===== src/servant_pkg.sv =====
`default_nettype none

package servant_pkg;

   // --------------------
   // bus widths
   // --------------------
   localparam int WB_AW = 32;              // byte address
   localparam int WB_DW = 32;              // one word per access
   localparam int WB_SW = WB_DW / 8;       // one select bit per byte lane

   // --------------------
   // memory
   // --------------------
   localparam int RAM_DEPTH = 1024;        // in 32-bit words, 4 KiB total
   localparam int RAM_AW = $clog2(RAM_DEPTH);

   // --------------------
   // peripherals
   // --------------------
   localparam int GPIO_W = 8;
   localparam int TIMER_W = 32;

   // --------------------
   // address map
   // --------------------
   // bit 31 splits RAM from I/O, bit 30 picks the I/O target and
   // bit 2 picks the timer register
   localparam int ADR_IO_BIT = 31;
   localparam int ADR_TIMER_BIT = 30;
   localparam int ADR_CMP_BIT = 2;

   typedef enum logic {
      IO_GPIO  = 1'b0,                     // 0x8000_0000
      IO_TIMER = 1'b1                      // 0xC000_0000, +4 for mtimecmp
   } io_sel_e;

endpackage

`default_nettype wire


===== src/servant_wb_if.sv =====
`timescale 1ns/1ns
`default_nettype none

interface servant_wb_if;

   import servant_pkg::*;

   logic [WB_AW-1:0] adr;
   logic [WB_DW-1:0] dat;                  // write data, master to slave
   logic [WB_SW-1:0] sel;
   logic             we;
   logic             cyc;                  // held until ack is sampled
   logic [WB_DW-1:0] rdt;                  // valid while ack is high
   logic             ack;                  // single-cycle pulse

   modport master (
      output adr,
      output dat,
      output sel,
      output we,
      output cyc,
      input  rdt,
      input  ack
   );

   modport slave (
      input  adr,
      input  dat,
      input  sel,
      input  we,
      input  cyc,
      output rdt,
      output ack
   );

endinterface

`default_nettype wire


===== src/servant_arbiter.sv =====
`timescale 1ns/1ns
`default_nettype none

module servant_arbiter (
   input  logic                         i_wb_clk,
   servant_wb_if.slave                  dmem_bus,
   input  logic [servant_pkg::WB_AW-1:0] i_ibus_adr,
   input  logic                         i_ibus_cyc,
   output logic [servant_pkg::WB_DW-1:0] o_ibus_rdt,
   output logic                         o_ibus_ack,
   servant_wb_if.master                 mem_bus
);

   import servant_pkg::*;

   logic dbus_grant;

   // the data bus wins whenever it asks, fetches get the RAM otherwise
   assign dbus_grant = dmem_bus.cyc;

   // --------------------
   // request path
   // --------------------
   assign mem_bus.adr = dbus_grant ? dmem_bus.adr : i_ibus_adr;
   assign mem_bus.dat = dmem_bus.dat;      // fetches never write so data can pass through
   assign mem_bus.sel = dbus_grant ? dmem_bus.sel : {WB_SW{1'b1}};
   assign mem_bus.we  = dbus_grant & dmem_bus.we;
   assign mem_bus.cyc = dmem_bus.cyc | i_ibus_cyc;

   // --------------------
   // response path
   // --------------------
   assign dmem_bus.rdt = mem_bus.rdt;
   assign o_ibus_rdt   = mem_bus.rdt;

   assign dmem_bus.ack = mem_bus.ack & dbus_grant;
   assign o_ibus_ack   = mem_bus.ack & i_ibus_cyc & ~dbus_grant;

   // the core never fetches while a load or store is pending, so a fetch
   // could otherwise be silently starved by the data bus
   a_one_master : assert property (
      @(posedge i_wb_clk) !(dmem_bus.cyc && i_ibus_cyc)
   ) else $error("instruction and data bus active in the same cycle");

endmodule

`default_nettype wire


===== src/flat_wrapper.sv =====
// flat-port wrapper written by rule: the top's interface ports become plain ports
module servant_arbiter_flat import servant_pkg::*;
  (i_wb_clk, i_ibus_adr, i_ibus_cyc, o_ibus_rdt, o_ibus_ack, dmem_bus_adr, dmem_bus_dat, dmem_bus_sel, dmem_bus_we, dmem_bus_cyc, dmem_bus_rdt, dmem_bus_ack, mem_bus_adr, mem_bus_dat, mem_bus_sel, mem_bus_we, mem_bus_cyc, mem_bus_rdt, mem_bus_ack);
  servant_wb_if dmem_bus_i ();
  servant_wb_if mem_bus_i ();
  input  logic i_wb_clk;
  input  logic [servant_pkg::WB_AW-1:0] i_ibus_adr;
  input  logic i_ibus_cyc;
  output logic [servant_pkg::WB_DW-1:0] o_ibus_rdt;
  output logic o_ibus_ack;
  input wire logic [$bits(dmem_bus_i.adr)-1:0] dmem_bus_adr;
  input wire logic [$bits(dmem_bus_i.dat)-1:0] dmem_bus_dat;
  input wire logic [$bits(dmem_bus_i.sel)-1:0] dmem_bus_sel;
  input wire logic [$bits(dmem_bus_i.we)-1:0] dmem_bus_we;
  input wire logic [$bits(dmem_bus_i.cyc)-1:0] dmem_bus_cyc;
  output wire logic [$bits(dmem_bus_i.rdt)-1:0] dmem_bus_rdt;
  output wire logic [$bits(dmem_bus_i.ack)-1:0] dmem_bus_ack;
  output wire logic [$bits(mem_bus_i.adr)-1:0] mem_bus_adr;
  output wire logic [$bits(mem_bus_i.dat)-1:0] mem_bus_dat;
  output wire logic [$bits(mem_bus_i.sel)-1:0] mem_bus_sel;
  output wire logic [$bits(mem_bus_i.we)-1:0] mem_bus_we;
  output wire logic [$bits(mem_bus_i.cyc)-1:0] mem_bus_cyc;
  input wire logic [$bits(mem_bus_i.rdt)-1:0] mem_bus_rdt;
  input wire logic [$bits(mem_bus_i.ack)-1:0] mem_bus_ack;
  assign dmem_bus_i.adr = dmem_bus_adr;
  assign dmem_bus_i.dat = dmem_bus_dat;
  assign dmem_bus_i.sel = dmem_bus_sel;
  assign dmem_bus_i.we = dmem_bus_we;
  assign dmem_bus_i.cyc = dmem_bus_cyc;
  assign dmem_bus_rdt = dmem_bus_i.rdt;
  assign dmem_bus_ack = dmem_bus_i.ack;
  assign mem_bus_adr = mem_bus_i.adr;
  assign mem_bus_dat = mem_bus_i.dat;
  assign mem_bus_sel = mem_bus_i.sel;
  assign mem_bus_we = mem_bus_i.we;
  assign mem_bus_cyc = mem_bus_i.cyc;
  assign mem_bus_i.rdt = mem_bus_rdt;
  assign mem_bus_i.ack = mem_bus_ack;
  servant_arbiter u_core (.i_wb_clk(i_wb_clk), .dmem_bus(dmem_bus_i), .i_ibus_adr(i_ibus_adr), .i_ibus_cyc(i_ibus_cyc), .o_ibus_rdt(o_ibus_rdt), .o_ibus_ack(o_ibus_ack), .mem_bus(mem_bus_i));
endmodule

===== config.mk =====
export PLATFORM = sky130hd
export DESIGN_NAME = servant_arbiter_flat
export DESIGN_NICKNAME = d
export VERILOG_FILES = /design/src/servant_pkg.sv /design/src/servant_wb_if.sv /design/src/servant_arbiter.sv /design/src/flat_wrapper.sv
export SDC_FILE = /design/constraint.sdc
export NUM_CORES = 1
export LEC_CHECK = 0
export BUFFER_PORTS_ARGS = -buffer_cell sky130_fd_sc_hd__buf_4
export CAP_MARGIN = 10
export CORE_AREA = 2 2 105 107
export DETAILED_ROUTE_END_ITERATION = 12
export DIE_AREA = 0 0 107 109
export PLACE_DENSITY = 0.44
export SKIP_LAST_GASP = 1
export SYNTH_ARGS = -nofsm -noshare
export SYNTH_HDL_FRONTEND = slang
export SYNTH_SLANG_ARGS = --single-unit

===== constraint.sdc =====
create_clock -name vclk -period 1.55
set_input_delay 0.31 -clock vclk [all_inputs]
set_output_delay 0.31 -clock vclk [all_outputs]
set_load 0.1 [all_outputs]

==> flow_metrics.py, run 1 <==
metrics = {
    "timing": {
        "timing_worst_slew_pin_value_ns": 0.2848,
        "setup_viol": 0,
        "worst_slew_margin_rel": 0.8117,
        "timing.setup.tns_ns": 0,
        "maxClockFrequency_mhz": 669.5,
        "hold_ws_ns": 0.6200,
        "timing.final.max_slew_violations": 0,
        "rsz0062_at_grt": "no",
        "timing.final.crit_share": 0.9636,
        "report.final.hold_viol_count": 0,
        "min_tclk_post_route_ns": 1.494,
    },
    "final_layout": {
        "diodes": 0,
        "layout.area.seq_um2": 0,
        "flops_and_latches": 0,
        "syn_to_final_growth_pct": 25.37,
        "final_layout_size_suffix_gt1_frac": 0.9613,
        "layout.nets": 294,
        "clockBufferCount": 0,
    },
    "critical_path": {
        "timing.critical_path.required_ns": 1.24,
        "start_kind": "primary input",
        "worstPathCellList": "buf_4, buf_12, mux2_2, buf_4",
        "critical_path.slowest_cell": "sky130_fd_sc_hd__mux2_2",
        "slowest_delay_ns": 0.35,
        "crit_path_start": "dmem_bus_cyc",
        "crit_path_end_kind": "primary output",
        "critical_path.max_fanout": 17,
        "cp_dominant_cell_by_count": "sky130_fd_sc_hd__buf_4",
        "arrival_ns": 1.18,
        "timing_worst_setup_path_type": "primary input to primary output",
    },
    "synth": {
        "synth_top_area_cell": "sky130_fd_sc_hd__buf_4",
        "synth_area_leaders": "sky130_fd_sc_hd__buf_4, sky130_fd_sc_hd__mux2_2, sky130_fd_sc_hd__buf_6",
        "synth.top_cells.by_count": "sky130_fd_sc_hd__buf_4, sky130_fd_sc_hd__mux2_2, sky130_fd_sc_hd__buf_6, sky130_fd_sc_hd__nand2b_1, sky130_fd_sc_hd__and2_1",
        "cells_after_synth": 140,
        "synth.most_common_cell": "sky130_fd_sc_hd__buf_4",
        "ys_types": 7,
        "synth.yosys.seq_area_share": 0,
        "post-synth-top-area-fraction": 0.6115,
        "post_synth.cell_area_avg_um2": 8.419,
        "synth_fp_nets": 277,
        "syn-cell-area_um2": 1179,
        "total_number_of_yosys_warnings": 0,
    },
    "pwr": {
        "cellPowerDensity_nw_per_um2": 634.4,
        "leakagePower_nw": 0.7100,
        "power.ir.vdd_worst_v": 0.0002499,
    },
    "worst_hold_path": {
        "worstHoldStart": "dmem_bus_dat[23]",
        "holdCritPathClass": "primary input to primary output",
    },
    "clocking": {
        "post-cts-setup-buffers": 0,
        "postCtsResizedCells": 0,
        "hold_bufs_at_cts": 0,
    },
    "drt": {
        "route.antenna.remaining_nets": 0,
        "initial_drc_count": 6,
        "remaining_drc_errors": 0,
        "routed-via-count": 873,
        "totalWireLength_um": 3084,
        "detail_route.first_pass.iterations": 2,
        "viasPerCell": 2.959,
        "drt-wirelength-per-cell_um": 10.45,
    },
    "global_routing": {
        "grt_first_pass_wirelength_um": 3629,
        "grt_start_max_net_pins": 21,
        "overflow": 0,
        "grt_antenna_before_repair": 0,
        "globalRouteTotalUtil": 0.04001,
        "first_global_vias": 790,
    },
    "floorplan": {
        "design.portCount": 273,
        "design.core.area_um2": 10600,
        "die_height_um": 109,
        "area_of_the_die_um2": 11660,
        "dieWidth_um": 107,
        "num_rows": 38,
        "initial_utilization": 0.1112,
    },
    "placed_design": {
        "half_perimeter_wire_length_after_placement_um": 2689,
        "port_buffers": 112,
        "gp_routability_congestion": 0.6361,
    },
    "run": {
        "cap_viol_max_count": 0,
    },
    "outcome": {
        "status": "complete, no violations",
    },
}
-- logic make-up after synthesis --
logic type / count (synthesis) / synth area share
buffers and inverters: 100 / 0.6497
multiplexers: 32 / 0.3057
AND/OR/NAND/NOR: 8 / 0.04459
-- critical path: cells and delay by family --
kind	cells	cell delay (ns)
buffers and inverters	3	0.52
multiplexers	1	0.35
-- worst paths after layout --
kind	endpoint	slack [ns]	cells past startpoint
hold / removal	mem_bus_dat[23]	0.62	0
setup / recovery	mem_bus_adr[31]	0.06	4
-- layout make-up --
class              instances  area, um^2
fillers                 1202        9125
multi-input cells         40       414.1
well taps                140       175.2
repair buffers           115       888.4
-- where the power goes --
part	leakage [nW]	switching, mW	total (mW)	internal [mW]
combinational	0.710	0.654	0.937	0.283
clock	0	0	0	0
sequential	0	0	0	0
-- routing by layer --
metal | wire length [um] | global-route usage | share of wire
met1 | 627 | 0.02250 | 0.20
met4 | 264 | 0.04082 | 0.086
met2 | 1758 | 0.09145 | 0.57
met3 | 434 | 0.006575 | 0.14
met5 | 0 | 0 | 0
-- stage by stage --
stage | area (um^2) | power, mW | cells | setup WS, ns | util
floorplan | 1180 | 1.845 | 140 | 0.08067 | -
global placement | 1478 | 0.9408 | 295 | 0.05259 | 0.1394
detailed placement | 1478 | 0.9441 | 295 | 0.04496 | 0.1394
CTS | 1478 | 0.9454 | 295 | 0.04316 | 0.1394
global route | 1478 | 0.9657 | 295 | 0.02872 | 0.1394
finish | 1478 | 0.9374 | 295 | 0.05641 | 0.1394
-- layout by cell type, fill, tap and decap left out --
cell type,count
sky130_fd_sc_hd__buf_4,113
sky130_fd_sc_hd__mux2_2,32
sky130_fd_sc_hd__nand2b_1,4
sky130_fd_sc_hd__and2_1,2
sky130_fd_sc_hd__buf_12,2
sky130_fd_sc_hd__or2_2,1
sky130_fd_sc_hd__and3b_2,1
Power figures use the tool's default switching activity.
==> run 2, diff against run 1 <==
--- a/config.mk
+++ b/config.mk
@@ -10,7 +10,7 @@
 export CORE_AREA = 2 2 105 107
 export DETAILED_ROUTE_END_ITERATION = 12
 export DIE_AREA = 0 0 107 109
-export PLACE_DENSITY = 0.44
+export PLACE_DENSITY = 0.53
 export SKIP_LAST_GASP = 1
 export SYNTH_ARGS = -nofsm -noshare
 export SYNTH_HDL_FRONTEND = slang
==> flow_metrics.py, run 2 (synthesis gave the netlist of run 1 again) <==
metrics = {
    "global_routing": {
        "grt_use_met1": 0.03607,
        "grt_busiest_layer": "met2",
        "overflow": 0,
        "grt_start_max_net_pins": 23,
        "globalRouteTotalUtil": 0.04653,
        "groute.layer.met2.usage": 0.08644,
        "global_route.usage.met3": 0.02092,
        "grt_antenna_before_repair": 0,
        "grt_first_pass_wirelength_um": 4312,
        "first_global_vias": 899,
    },
    "critical_path": {
        "worstPathCellList": "buf_4, buf_12, mux2_2, buf_4",
        "critical_path.slowest_cell": "sky130_fd_sc_hd__mux2_2",
        "start_kind": "primary input",
        "timing_worst_setup_path_type": "primary input to primary output",
        "worst_path_dominant_cell_family": "buffers and inverters",
        "slowest_delay_ns": 0.35,
        "arrival_ns": 1.18,
        "cp_dominant_cell_by_count": "sky130_fd_sc_hd__buf_4",
        "timing.critical_path.required_ns": 1.24,
        "crit_path_end_kind": "primary output",
        "path_depth": 4,
        "path_buf_inv": 3,
        "critical_path.max_fanout": 22,
    },
    "final_layout": {
        "final_area_um2": 1470,
        "final_layout_size_suffix_gt1_frac": 0.9610,
        "leading_cell_type_in_the_layout_fill_and_taps_excluded": "sky130_fd_sc_hd__buf_4",
        "nFillCells": 1188,
        "layout.area.seq_um2": 0,
        "syn_to_final_growth_pct": 24.73,
        "clockBufferCount": 0,
        "layout.nets": 293,
        "flops_and_latches": 0,
        "diodes": 0,
        "layout.cells.most_common_list": "sky130_fd_sc_hd__buf_4, sky130_fd_sc_hd__mux2_2, sky130_fd_sc_hd__nand2b_1",
    },
    "placed_design": {
        "half_perimeter_wire_length_after_placement_um": 2909,
        "gp_routability_congestion": 0.6118,
        "port_buffers": 112,
        "detailed_place.area_um2": 1470,
    },
    "drt": {
        "route.antenna.remaining_nets": 0,
        "detail_route.first_pass.iterations": 3,
        "viasPerCell": 2.993,
        "routed-via-count": 880,
        "drt-wirelength-per-cell_um": 11.31,
        "remaining_drc_errors": 0,
        "totalWireLength_um": 3326,
        "initial_drc_count": 10,
    },
    "timing": {
        "rsz0062_at_grt": "no",
        "timing.final.max_slew_violations": 0,
        "min_tclk_post_route_ns": 1.490,
        "timing.setup.tns_ns": 0,
        "timing_worst_slew_pin_value_ns": 0.2966,
        "maxClockFrequency_mhz": 671.1,
        "setup_viol": 0,
        "report.final.hold_viol_count": 0,
        "timing.final.crit_share": 0.9613,
        "worst_slew_margin_rel": 0.8039,
    },
    "clocking": {
        "post-cts-setup-buffers": 0,
        "postCtsResizedCells": 0,
        "hold_bufs_at_cts": 0,
    },
    "floorplan": {
        "num_rows": 38,
        "dieWidth_um": 107,
        "design.portCount": 273,
        "die_height_um": 109,
        "design.core.area_um2": 10600,
        "area_of_the_die_um2": 11660,
        "initial_utilization": 0.1112,
    },
    "outcome": {
        "status": "complete, no violations",
    },
    "pwr": {
        "cell_internal_pwr_uw": 281.3,
        "power.ir.vdd_worst_v": 0.0001769,
        "comb_power_share": 1.000,
        "fin_total_pwr_uw": 939.7,
        "leakagePower_nw": 0.7052,
        "netSwitchingPower_uw": 658.3,
        "cellPowerDensity_nw_per_um2": 639.2,
        "power_switching_share": 0.7006,
        "power.share.sequential": 0,
        "clock_power_share": 0,
    },
    "worst_hold_path": {
        "worstHoldPathCells": 0,
        "holdCritPathClass": "primary input to primary output",
        "worstHoldStart": "dmem_bus_dat[13]",
        "worst_hold_path.endpoint": "mem_bus_dat[13]",
    },
    "run": {
        "cap_viol_max_count": 0,
    },
}
## run 2: changes by cell type in the layout (fill, tap and decap cells not counted)
cell,change
sky130_fd_sc_hd__buf_4,-1
## run 2: per-layer routing
| metal | vias up | wire, um |
|---|---|---|
| li1 | 383 | - |
| met3 | 37 | 567 |
| met5 | - | 0 |
| met1 | 374 | 848 |
| met4 | 0 | 272 |
| met2 | 86 | 1638 |
## run 2: how the worst max path moves through the flow
stage | start | slack, ns | endpoint
finish | dmem_bus_cyc | 0.06 | mem_bus_adr[0]
detailed placement | dmem_bus_cyc | 0.04 | mem_bus_adr[4]
floorplan | dmem_bus_cyc | 0.08 | dmem_bus_ack
global placement | dmem_bus_cyc | 0.06 | mem_bus_adr[10]
CTS | dmem_bus_cyc | 0.04 | mem_bus_adr[4]
global route | dmem_bus_cyc | 0.03 | mem_bus_adr[4]
## run 2: power groups by stage
stage	registers, mW	clock network, mW	logic [mW]
after detailed placement	0	0	0.948
after global placement	0	0	0.943
after floorplan	0	0	1.85
after CTS	0	0	0.949
after global routing	0	0	0.969
final	0	0	0.940
## run 2: area by class of cell
type               instances  area, um^2  area share
well taps                140       175.2      0.1191
repair buffers           114       880.8      0.5991
multi-input cells         40       414.1      0.2817
## run 2: metrics by stage
| step | util | instances | setup WS (ns) | hold WS, ns |
|---|---|---|---|---|
| after global routing | 0.1387 | 294 | 0.02824 | 0.6201 |
| after detailed placement | 0.1387 | 294 | 0.04480 | 0.6207 |
| after CTS | 0.1387 | 294 | 0.04342 | 0.6207 |
| after floorplan | - | 140 | 0.08067 | 0.8315 |
| final | 0.1387 | 294 | 0.05993 | 0.6200 |
| after global placement | 0.1387 | 294 | 0.05877 | 0.6207 |
==> run 3, diff against run 2 <==
--- a/config.mk
+++ b/config.mk
@@ -5,13 +5,13 @@
 export SDC_FILE = /design/constraint.sdc
 export NUM_CORES = 1
 export LEC_CHECK = 0
+export ABC_AREA = 1
 export BUFFER_PORTS_ARGS = -buffer_cell sky130_fd_sc_hd__buf_4
 export CAP_MARGIN = 10
-export CORE_AREA = 2 2 105 107
+export CORE_AREA = 2 2 107 109
 export DETAILED_ROUTE_END_ITERATION = 12
-export DIE_AREA = 0 0 107 109
-export PLACE_DENSITY = 0.53
-export SKIP_LAST_GASP = 1
+export DIE_AREA = 0 0 109 111
+export PLACE_DENSITY = 0.52
 export SYNTH_ARGS = -nofsm -noshare
 export SYNTH_HDL_FRONTEND = slang
 export SYNTH_SLANG_ARGS = --single-unit
==> flow_metrics.py, run 3 <==
metrics = {
    "final_layout": {
        "clockBufferCount": 0,
        "flops_and_latches": 0,
        "final_layout_size_suffix_gt1_frac": 0.6491,
        "diodes": 0,
        "nFillCells": 1302,
        "final-instance-count-excl-fill": 371,
        "layout.nets": 367,
        "final_area_um2": 1580,
        "leading_cell_type_in_the_layout_fill_and_taps_excluded": "sky130_fd_sc_hd__buf_4",
        "layout.cells.most_common_list": "sky130_fd_sc_hd__buf_4, sky130_fd_sc_hd__nand2_1, sky130_fd_sc_hd__nand2_2",
        "layout.area.seq_um2": 0,
        "syn_to_final_growth_pct": 30.07,
    },
    "timing": {
        "setup_viol": 0,
        "report.final.hold_viol_count": 0,
        "timing_worst_slew_pin_value_ns": 0.2920,
        "timing.setup.tns_ns": 0,
        "worst_slew_margin_rel": 0.8069,
        "maxClockFrequency_mhz": 701.8,
        "min_tclk_post_route_ns": 1.425,
        "timing.final.max_slew_violations": 0,
        "final_critical_path_setup_slack_ns": 0.1250,
        "timing.final.crit_share": 0.9193,
        "rsz0062_at_grt": "no",
    },
    "synth": {
        "synth_area_leaders": "sky130_fd_sc_hd__buf_4, sky130_fd_sc_hd__nand2_1, sky130_fd_sc_hd__buf_6",
        "cells_after_synth": 216,
        "synth.most_common_cell": "sky130_fd_sc_hd__nand2_1",
        "syn-cell-area_um2": 1215,
        "post_synth.cell_area_avg_um2": 5.625,
        "synth.top_cells.by_count": "sky130_fd_sc_hd__nand2_1, sky130_fd_sc_hd__buf_4, sky130_fd_sc_hd__inv_1",
        "post-synth-top-area-fraction": 0.5932,
        "total_number_of_yosys_warnings": 0,
        "synth_fp_nets": 353,
        "ys_types": 8,
        "synth_top_area_cell": "sky130_fd_sc_hd__buf_4",
        "synth.yosys.seq_area_share": 0,
    },
    "placed_design": {
        "dp.cells": 371,
        "detailed_place.area_um2": 1580,
        "half_perimeter_wire_length_after_placement_um": 3144,
        "gp_routability_congestion": 0.6540,
        "pre_cts_setup_slack_ns": 0.1007,
        "port_buffers": 112,
    },
    "critical_path": {
        "start_kind": "primary input",
        "critical_path.max_fanout": 22,
        "timing_worst_setup_path_type": "primary input to primary output",
        "arrival_ns": 1.11,
        "crit_path_end_kind": "primary output",
        "timing.critical_path.required_ns": 1.24,
        "crit_path_start": "dmem_bus_cyc",
    },
    "floorplan": {
        "design.portCount": 273,
        "dieWidth_um": 109,
        "design.core.area_um2": 11080,
        "die_height_um": 111,
        "num_rows": 39,
        "initial_utilization": 0.1097,
        "area_of_the_die_um2": 12100,
    },
    "drt": {
        "route.antenna.remaining_nets": 0,
        "totalWireLength_um": 3551,
        "drt-wirelength-per-cell_um": 9.571,
        "detail_route.first_pass.iterations": 4,
        "routed-via-count": 1154,
        "remaining_drc_errors": 0,
        "initial_drc_count": 17,
        "viasPerCell": 3.111,
    },
    "worst_hold_path": {
        "worstHoldPathCells": 0,
        "worstHoldStart": "dmem_bus_dat[30]",
        "worst_hold_path.endpoint": "mem_bus_dat[30]",
        "holdCritPathClass": "primary input to primary output",
    },
    "outcome": {
        "status": "complete, no violations",
    },
    "pwr": {
        "cell_internal_pwr_uw": 265.0,
        "power.share.sequential": 0,
        "cellPowerDensity_nw_per_um2": 617.0,
        "netSwitchingPower_uw": 710.0,
        "comb_power_share": 1.000,
        "clock_power_share": 0,
        "leakagePower_nw": 0.9085,
        "power.ir.vdd_worst_v": 0.0002812,
        "power_switching_share": 0.7282,
    },
    "global_routing": {
        "grt_start_max_net_pins": 25,
        "grt_first_pass_wirelength_um": 5195,
        "globalRouteTotalUtil": 0.05214,
        "first_global_vias": 1152,
        "grt_antenna_before_repair": 0,
        "overflow": 0,
    },
    "run": {
        "cap_viol_max_count": 0,
    },
    "clocking": {
        "hold_bufs_at_cts": 0,
        "post-cts-setup-buffers": 0,
        "postCtsResizedCells": 0,
    },
}
==> run 3: cell types whose count changed after synthesis, moves of 2 or more <==
cell / before / now
sky130_fd_sc_hd__nand2_1: 0 / 103
sky130_fd_sc_hd__mux2_2: 32 / 0
sky130_fd_sc_hd__inv_1: 0 / 6
sky130_fd_sc_hd__nand2b_1: 4 / 0
sky130_fd_sc_hd__buf_2: 0 / 3
sky130_fd_sc_hd__and2_1: 2 / 0
==> run 3: how the worst max path moves through the flow <==
| stage | endpoint | slack [ns] |
|---|---|---|
| after floorplan | mem_bus_sel[0] | -0.003 |
| after CTS | mem_bus_adr[11] | 0.10 |
| after global routing | mem_bus_adr[11] | 0.06 |
| after global placement | mem_bus_adr[11] | 0.10 |
| after detailed placement | mem_bus_adr[11] | 0.10 |
| final | mem_bus_adr[4] | 0.13 |
==> run 3: power groups by stage <==
stage	sequential (mW)	combinational [mW]	clock, mW
global placement	0	0.979	0
CTS	0	0.985	0
floorplan	0	1.87	0
detailed placement	0	0.984	0
finish	0	0.975	0
global route	0	1.02	0
==> run 3: worst max-delay path, cell delays in order <==
cell	delay, ns
sky130_fd_sc_hd__buf_4	0.13
sky130_fd_sc_hd__inv_2	0.07
sky130_fd_sc_hd__buf_12	0.16
sky130_fd_sc_hd__nand2_1	0.09
sky130_fd_sc_hd__nand2_2	0.06
sky130_fd_sc_hd__buf_4	0.28
==> run 3: layout make-up <==
class	count	area, um^2	area share
inverters	7	26.28	0.01663
repair buffers	116	895.9	0.5669
multi-input cells	105	479.2	0.3032
well taps	143	178.9	0.1132
==> run 3: through the flow <==
step / total power [mW] / util / hold slack, ns
2_1_floorplan: 1.867 / - / 0.8280
3_3_place_gp: 0.9791 / 0.1427 / 0.6207
3_5_place_dp: 0.9841 / 0.1427 / 0.6207
4_1_cts: 0.9851 / 0.1427 / 0.6207
5_1_grt: 1.019 / 0.1427 / 0.6202
6_report: 0.9750 / 0.1427 / 0.6200
==> run 3: metal layers <==
layer | global-route usage | vias up | wire, um
li1 | - | 561 | -
met1 | 0.05046 | 467 | 1116
met2 | 0.09607 | 90 | 1757
met3 | 0.01470 | 36 | 472
met4 | 0.02991 | 0 | 204
met5 | 0 | - | 0
==> run 3: cell families after synthesis <==
kind of cell,after synthesis,share of synthesized area
buffers and inverters,111,0.6735
and+or+nand+nor,105,0.3265
